$ cat config.mk
export PLATFORM = sky130hd
export DESIGN_NAME = aib_io_redund_top
export DESIGN_NICKNAME = d
export VERILOG_FILES = /design/src/aib_avmm_pkg.sv /design/src/aib_redund_pkg.sv /design/src/aib_avmm_decode.sv /design/src/aib_io_csr.sv /design/src/aib_avmm_readback.sv /design/src/aib_redund_lane_shift.sv /design/src/aib_io_redund_top.sv
export SDC_FILE = /design/constraint.sdc
export NUM_CORES = 1
export LEC_CHECK = 0
export ABC_AREA = 1
export ABC_CLOCK_PERIOD_IN_PS = 3300
export BUFFER_PORTS_ARGS = -buffer_cell sky130_fd_sc_hd__buf_2
export CORE_ASPECT_RATIO = 0.7
export CORE_UTILIZATION = 45
export DETAILED_ROUTE_END_ITERATION = 10
export PLACE_DENSITY = 0.65
export SLEW_MARGIN = 5
export SYNTH_ARGS = -nofsm -noshare
export SYNTH_HDL_FRONTEND = slang
export SYNTH_HIERARCHICAL = 1
export SYNTH_SLANG_ARGS = --single-unit
$ cat constraint.sdc
create_clock -name clk -period 3.3 [get_ports clk]
set_input_delay 0.66 -clock clk [delete_from_list [all_inputs] [get_ports clk]]
set_output_delay 0.66 -clock clk [all_outputs]
set_load 0.005 [all_outputs]
$ cat src/aib_avmm_pkg.sv
/*
 * Register bus definitions for the I/O redundancy block.
 * Addresses are half-word addresses on a 16-bit port with two byte enables.
 * Byte enable bit 0 always selects data bits 7:0, in both halves.
 */
`default_nettype none

package aib_avmm_pkg;

   localparam int AVMM_ADDR_W = 7;
   localparam int AVMM_DATA_W = 16;

   // Redundancy word map, low and high halves
   localparam logic [AVMM_ADDR_W-1:0] ADDR_REDUND_0_LO = 7'h20;
   localparam logic [AVMM_ADDR_W-1:0] ADDR_REDUND_0_HI = 7'h22;
   localparam logic [AVMM_ADDR_W-1:0] ADDR_REDUND_1_LO = 7'h24;
   localparam logic [AVMM_ADDR_W-1:0] ADDR_REDUND_1_HI = 7'h26;
   localparam logic [AVMM_ADDR_W-1:0] ADDR_REDUND_2_LO = 7'h28;
   localparam logic [AVMM_ADDR_W-1:0] ADDR_REDUND_2_HI = 7'h2a;
   localparam logic [AVMM_ADDR_W-1:0] ADDR_REDUND_3_LO = 7'h1c;
   localparam logic [AVMM_ADDR_W-1:0] ADDR_REDUND_3_HI = 7'h1e;

   // Raw request as seen on the port
   typedef struct packed {
      logic                   read;
      logic                   write;
      logic [AVMM_ADDR_W-1:0] address;
      logic [1:0]             byteenable;
      logic [AVMM_DATA_W-1:0] writedata;
   } avmm_req_t;

   // Decoded register write
   typedef struct packed {
      logic                   write;
      logic [1:0]             word_sel;
      logic                   hi_half;
      logic [1:0]             byte_en;
      logic [AVMM_DATA_W-1:0] data;
   } csr_wr_t;

   // Decoded register read, hit is clear for unmapped addresses
   typedef struct packed {
      logic       read;
      logic       hit;
      logic [1:0] word_sel;
      logic       hi_half;
   } csr_rd_t;

endpackage

`default_nettype wire

$ cat src/aib_redund_pkg.sv
/*
 * Lane redundancy definitions: 32 data lanes on 33 pads, one pad spare.
 * Each redundancy word is read per lane by the shifter and per half by the bus.
 */
`default_nettype none

package aib_redund_pkg;

   localparam int NUM_LANES = 32;
   // One spare pad above the top lane
   localparam int NUM_PADS  = NUM_LANES + 1;

   typedef struct packed {
      logic [NUM_LANES/2-1:0] hi;
      logic [NUM_LANES/2-1:0] lo;
   } redund_half_t;

   // Same 32 bits, seen as lane bits or as two bus halves
   typedef union packed {
      logic [NUM_LANES-1:0] lanes;
      redund_half_t         half;
   } redund_word_u;

   // Field order follows the register words
   //   tx_shift  redund_0
   //   rx_shift  redund_1
   //   rx_mask   redund_2
   //   tx_mask   redund_3
   typedef struct packed {
      redund_word_u tx_shift;
      redund_word_u rx_shift;
      redund_word_u rx_mask;
      redund_word_u tx_mask;
   } redund_cfg_t;

endpackage

`default_nettype wire

$ cat src/aib_avmm_decode.sv
/*
 * Combinational address decode of one bus request.
 * Unmapped writes are dropped, unmapped reads still complete as a miss.
 */
`timescale 1ns/1ps
`default_nettype none

module aib_avmm_decode
   import aib_avmm_pkg::*;
(
   input  logic      clk,
   input  logic      reset_n,
   input  avmm_req_t req,
   output csr_wr_t   wr,
   output csr_rd_t   rd
);

   logic       hit;
   logic [1:0] word_sel;
   logic       hi_half;

   always_comb begin
      hit      = 1'b1;
      word_sel = 2'd0;
      hi_half  = 1'b0;
      case (req.address)
         ADDR_REDUND_0_LO: word_sel = 2'd0;
         ADDR_REDUND_0_HI: begin
            word_sel = 2'd0;
            hi_half  = 1'b1;
         end
         ADDR_REDUND_1_LO: word_sel = 2'd1;
         ADDR_REDUND_1_HI: begin
            word_sel = 2'd1;
            hi_half  = 1'b1;
         end
         ADDR_REDUND_2_LO: word_sel = 2'd2;
         ADDR_REDUND_2_HI: begin
            word_sel = 2'd2;
            hi_half  = 1'b1;
         end
         ADDR_REDUND_3_LO: word_sel = 2'd3;
         ADDR_REDUND_3_HI: begin
            word_sel = 2'd3;
            hi_half  = 1'b1;
         end
         default:          hit = 1'b0;
      endcase
   end

   assign wr = '{write: req.write & hit, word_sel: word_sel, hi_half: hi_half,
                 byte_en: req.byteenable, data: req.writedata};

   assign rd = '{read: req.read, hit: hit, word_sel: word_sel, hi_half: hi_half};

   // The master issues one access per cycle
   a_no_rd_wr_overlap: assert property (@(posedge clk) disable iff (!reset_n)
      !(req.read && req.write));

endmodule

`default_nettype wire

$ cat src/aib_io_csr.sv
/*
 * Four 32-bit redundancy words written a byte at a time over the 16-bit bus.
 * A write shows on cfg one cycle after the write strobe. Reset clears all
 * words, which gives a straight-through lane mapping.
 */
`timescale 1ns/1ps
`default_nettype none

module aib_io_csr
   import aib_avmm_pkg::*;
   import aib_redund_pkg::*;
(
   input  logic        clk,
   input  logic        reset_n,
   input  csr_wr_t     wr,
   output redund_cfg_t cfg
);

   redund_word_u [3:0]     words;
   logic [AVMM_DATA_W-1:0] half_old;
   logic [AVMM_DATA_W-1:0] half_new;

   // Merge enabled bytes into the addressed half
   always_comb begin
      if (wr.hi_half) begin
         half_old = words[wr.word_sel].half.hi;
      end else begin
         half_old = words[wr.word_sel].half.lo;
      end
      half_new[7:0]  = wr.byte_en[0] ? wr.data[7:0]  : half_old[7:0];
      half_new[15:8] = wr.byte_en[1] ? wr.data[15:8] : half_old[15:8];
   end

   always_ff @(posedge clk) begin
      if (!reset_n) begin
         words <= '0;
      end else if (wr.write) begin
         if (wr.hi_half) begin
            words[wr.word_sel].half.hi <= half_new;
         end else begin
            words[wr.word_sel].half.lo <= half_new;
         end
      end
   end

   // Word index follows the redund_N numbering
   assign cfg.tx_shift = words[0];
   assign cfg.rx_shift = words[1];
   assign cfg.rx_mask  = words[2];
   assign cfg.tx_mask  = words[3];

   // Decoder must never hand over a write with an undefined target word
   a_word_sel_known: assert property (@(posedge clk) disable iff (!reset_n)
      wr.write |-> !$isunknown(wr.word_sel));

endmodule

`default_nettype wire

$ cat src/aib_avmm_readback.sv
/*
 * Read data return stage. Data and valid come one cycle after read.
 * readdata holds its last value between reads; a miss returns zero.
 */
`timescale 1ns/1ps
`default_nettype none

module aib_avmm_readback
   import aib_avmm_pkg::*;
   import aib_redund_pkg::*;
(
   input  logic                   clk,
   input  logic                   reset_n,
   input  csr_rd_t                rd,
   input  redund_cfg_t            cfg,
   output logic [AVMM_DATA_W-1:0] readdata,
   output logic                   readdatavalid
);

   redund_word_u           sel_word;
   logic [AVMM_DATA_W-1:0] rdata_next;

   always_comb begin
      case (rd.word_sel)
         2'd0:    sel_word = cfg.tx_shift;
         2'd1:    sel_word = cfg.rx_shift;
         2'd2:    sel_word = cfg.rx_mask;
         default: sel_word = cfg.tx_mask;
      endcase
      if (!rd.hit) begin
         rdata_next = '0;
      end else if (rd.hi_half) begin
         rdata_next = sel_word.half.hi;
      end else begin
         rdata_next = sel_word.half.lo;
      end
   end

   always_ff @(posedge clk) begin
      if (!reset_n) begin
         readdata      <= '0;
         readdatavalid <= 1'b0;
      end else begin
         readdatavalid <= rd.read;
         if (rd.read) begin
            readdata <= rdata_next;
         end
      end
   end

endmodule

`default_nettype wire

$ cat src/aib_redund_lane_shift.sv
/*
 * Steers 32 lanes around one failed pad on a 33-pad bus, both directions.
 * Each direction is registered, so outputs lag their inputs by one cycle.
 * A valid shift vector is a contiguous run of ones ending at bit 31.
 */
`timescale 1ns/1ps
`default_nettype none

module aib_redund_lane_shift
   import aib_redund_pkg::*;
(
   input  logic                 clk,
   input  logic                 reset_n,
   input  redund_cfg_t          cfg,
   input  logic [NUM_LANES-1:0] tx_lanes,
   output logic [NUM_PADS-1:0]  tx_pads,
   input  logic [NUM_PADS-1:0]  rx_pads,
   output logic [NUM_LANES-1:0] rx_lanes
);

   logic [NUM_LANES-1:0] tx_eff;
   logic [NUM_PADS-1:0]  tx_next;
   logic [NUM_LANES-1:0] rx_next;

   // Transmit: masked lanes drive zero, shifted lanes move up one pad
   always_comb begin
      tx_eff     = tx_lanes & ~cfg.tx_mask.lanes;
      tx_next[0] = tx_eff[0];
      for (int i = 1; i < NUM_LANES; i++) begin
         if (cfg.tx_shift.lanes[i-1]) begin
            tx_next[i] = tx_eff[i-1];
         end else begin
            tx_next[i] = tx_eff[i];
         end
      end
      // Spare pad only carries the top lane when it is shifted
      tx_next[NUM_PADS-1] = cfg.tx_shift.lanes[NUM_LANES-1] & tx_eff[NUM_LANES-1];
   end

   // Receive: a shifted lane picks up the pad above it
   always_comb begin
      for (int j = 0; j < NUM_LANES; j++) begin
         if (cfg.rx_mask.lanes[j]) begin
            rx_next[j] = 1'b0;
         end else if (cfg.rx_shift.lanes[j]) begin
            rx_next[j] = rx_pads[j+1];
         end else begin
            rx_next[j] = rx_pads[j];
         end
      end
   end

   always_ff @(posedge clk) begin
      if (!reset_n) begin
         tx_pads  <= '0;
         rx_lanes <= '0;
      end else begin
         tx_pads  <= tx_next;
         rx_lanes <= rx_next;
      end
   end

   // A set bit under a clear bit means the run does not reach bit 31.
   // Half-word programming passes through such states, so only warn
   a_tx_shift_contiguous: assert property (@(posedge clk) disable iff (!reset_n)
      (cfg.tx_shift.lanes[NUM_LANES-2:0] & ~cfg.tx_shift.lanes[NUM_LANES-1:1]) == '0)
      else $warning("tx_shift is not a contiguous run ending at the top lane: %h",
                    cfg.tx_shift.lanes);

endmodule

`default_nettype wire

$ cat src/aib_io_redund_top.sv
/*
 * I/O redundancy block: register port plus lane shifter.
 * No wait-request or bursts; every access completes, reads after one cycle.
 */
`timescale 1ns/1ps
`default_nettype none

module aib_io_redund_top
   import aib_avmm_pkg::*;
   import aib_redund_pkg::*;
(
   input  logic                   clk,
   input  logic                   reset_n,
   // Register bus
   input  logic                   read,
   input  logic                   write,
   input  logic [AVMM_ADDR_W-1:0] address,
   input  logic [1:0]             byteenable,
   input  logic [AVMM_DATA_W-1:0] writedata,
   output logic [AVMM_DATA_W-1:0] readdata,
   output logic                   readdatavalid,
   // Data path
   input  logic [NUM_LANES-1:0]   tx_lanes,
   output logic [NUM_PADS-1:0]    tx_pads,
   input  logic [NUM_PADS-1:0]    rx_pads,
   output logic [NUM_LANES-1:0]   rx_lanes
);

   avmm_req_t   req;
   csr_wr_t     wr;
   csr_rd_t     rd;
   redund_cfg_t cfg;

   assign req = '{read: read, write: write, address: address,
                  byteenable: byteenable, writedata: writedata};

   aib_avmm_decode i_decode (
      .clk     (clk),
      .reset_n (reset_n),
      .req     (req),
      .wr      (wr),
      .rd      (rd)
   );

   aib_io_csr i_csr (
      .clk     (clk),
      .reset_n (reset_n),
      .wr      (wr),
      .cfg     (cfg)
   );

   aib_avmm_readback i_readback (
      .clk           (clk),
      .reset_n       (reset_n),
      .rd            (rd),
      .cfg           (cfg),
      .readdata      (readdata),
      .readdatavalid (readdatavalid)
   );

   aib_redund_lane_shift i_lane_shift (
      .clk      (clk),
      .reset_n  (reset_n),
      .cfg      (cfg),
      .tx_lanes (tx_lanes),
      .tx_pads  (tx_pads),
      .rx_pads  (rx_pads),
      .rx_lanes (rx_lanes)
   );

endmodule

`default_nettype wire

==> flow_summary.ini <==
[run_status]
status = finished, final reports clean

[sta]
fin_crit_sh_pct = 80.6
fin_worst_skew_ns = 0.0158
post-route-min-period_ns = 2.66
setup_viol = 0
hold_viol_final = 0
final_max_slew_viol_count = 0
holdWs_ns = 0.380
relSlewSlack_pct = 13.5
rsz0062_at_grt = false
max_freq_mhz = 376
tightestPinTransition_ns = 1.30
setup_tns_ns = 0

[critical_path]
required_ns = 3.71
crit_slowest_cell = nor2_2
arrival_ns = 3.07
startpoint_type = input pin
reg2regPathDepth = 8
end_kind = register
crit_top_cell = nand2_2
cpPeakStageDelay_ns = 0.98
crit_fanout = 31
critical-path-top-delay-family = simple AND/OR/NAND/NOR gates
worstReg2RegEnd = i_csr/cfg[105]
timing.rr.start = i_csr/cfg[9]
critical_path_class = input pin to register
cp.buffers_inverters = 4
crit_chain = buf_2 > inv_1 > nand2_2 > nor2_1 > nand2_1 > nand2_2 > nor2_2 > a21oi_2 > nand2_2 > nor2_2 > buf_4 > nand3_1 > nand2_1 > inv_1
rrSetupSlack_ns = 1.46

[place]
place.gp.congestion = 1.00
numPortBuffers = 175
hpwl_um = 33300
place_area_um2 = 13000

[global_routing]
first_global_vias = 11400
grt_antenna_before_repair = 1
grt_pass1_wl_um = 68300
grt_usage_pct = 33.2
gr-total-overflow = 0
grt_max_degree = 68

[synth]
syn_avg_cell_area_um2 = 5.99
synth_area_um2 = 12100
yosysSeqAreaShare_pct = 34.9
synth-seq-cells = 210
ys_warn_count = 6
syn_inst = 2013
synth.distinct_cells = 24
synth_fp_nets = 2107

[power]
worst_ir_drop_vdd_mv = 0.397
powerDensity_nw_per_um2 = 418
power_leakage_nw = 6.92
finalPower_mw = 5.76

[route]
wl_per_cell_um = 18.5
dr.pass1.iters = 6
ant_nets = 0
drt_iter0_drc = 1342
dr_total_vias = 12900
drcViolationCount = 0
routed_wl_um = 46400
via_per_inst = 5.14

[cells_and_area]
finalInstanceArea_um2 = 13800
drive_gt1_share_pct = 15.4
most-common-layout-cells = nand2_1 (704), nor2_1 (275), inv_1 (268)
area_growth_syn_to_layout_pct = 14.4
layout.nets = 2225
final_common_cell = nand2_1

[die]
die_h_um = 139
core_area_um2 = 26000
ios = 176
die_x_um = 198
row_count = 49
die-area_um2 = 27500
initial_core_util_pct = 46.4

[cts]
cts_buffers = 23
cts_tree = done
worstSkewPairLatency_ns = 0.52
cts-root-buf = clkbuf_16
cts_resized = 0
cts_hold_buffers = 0
postCtsSetupBuffers = 0
clkTransAtPathRegs_ns = 0.06
cts.sinks = 210
h-tree-depth = 1
cts.path.max_buffers = 3

[min_path]
hold_path_startpoint = tx_lanes[0]
holdPathStages = 3
hp-class = input pin to register
hold_end = i_lane_shift/tx_pads[0]

[job]
maxCapViolations = 0
-- sequential cells by signal, indices dropped and copies added (netlist names) --
name,count
i_readback/readdatavalid,1
i_readback/readdata,16
i_lane_shift/rx_lanes,32
i_lane_shift/tx_pads,33
i_csr/cfg,128
-- worst reg2reg max path, delay by kind of cell, from the launching register on --
family / cells / cell delay (ns)
buffers and inverters: 1 / 0.05
flip-flops: 1 / 0.55
AND/OR/NAND/NOR: 7 / 1.20
-- where the power goes --
part | leakage, nW | switching, mW | internal, mW
combinational | 4.83 | 0.341 | 0.162
clock | 0.381 | 1.07 | 1.59
sequential | 1.71 | 0.0192 | 2.59
-- cells in the mapped netlist --
master,number,share of area (%)
o21ai_0,16,0.66
buf_4,39,2.4
a21oi_1,85,3.5
buf_2,37,1.5
o211ai_1,1,0.062
clkbuf_1,26,0.81
nand3_1,218,9.0
nand2_2,5,0.26
buf_6,8,0.75
inv_4,1,0.052
dfxtp_1,210,35
inv_2,9,0.28
a21oi_2,30,2.2
nor2_1,275,8.6
or2_2,9,0.47
inv_1,270,8.4
nand2_1,704,22
nor2_4,4,0.37
nor2_8,1,0.17
nor2_2,8,0.41
nand3_2,16,1.3
buf_1,5,0.16
o21ai_1,7,0.29
or2_1,29,1.5
-- kinds of logic after synthesis --
| logic type | synth area share (%) |
|---|---|
| buffers and inverters | 14.4 |
| and+or+nand+nor | 44.0 |
| DFF | 34.9 |
| AOI/OAI and AO/OA | 6.72 |
-- layout make-up --
type | instances | area, um^2
Clock buffer | 33 | 683
Inverter | 280 | 1050
Fill cell | 2776 | 12200
Antenna cell | 1 | 2.50
Clock inverter | 6 | 83.8
Sequential cell | 210 | 4200
Tap cell | 357 | 447
Timing Repair Buffer | 208 | 1200
Multi-Input combinational cell | 1408 | 6130
-- metrics by stage --
step,utilization (%),worst slack [ns],cells
floorplan,-,0.959,2013
global placement,50.1,0.256,2463
detailed placement,50.1,0.187,2463
CTS,53.1,0.710,2502
global route,53.1,0.470,2502
finish,53.1,0.642,2503
-- worst max path at each step --
stage / startpoint / end / depth (start not counted)
after floorplan: address[4] / i_csr/cfg[21] / 17
after global placement: address[4] / i_csr/cfg[105] / 16
after detailed placement: address[0] / i_csr/cfg[101] / 14
after CTS: address[0] / i_csr/cfg[101] / 14
after global routing: address[0] / i_csr/cfg[101] / 14
final: address[0] / i_csr/cfg[101] / 14
-- per-layer routing --
layer | share of wire, % | track usage, % | vias up
met1 | 42 | 45.7 | 5802
met5 | 0 | 0 | -
met3 | 10 | 6.13 | 121
met4 | 4.5 | 14.5 | 0
li1 | - | - | 6310
met2 | 43 | 50.5 | 623
No activity file was read; power rests on OpenSTA's default activity.
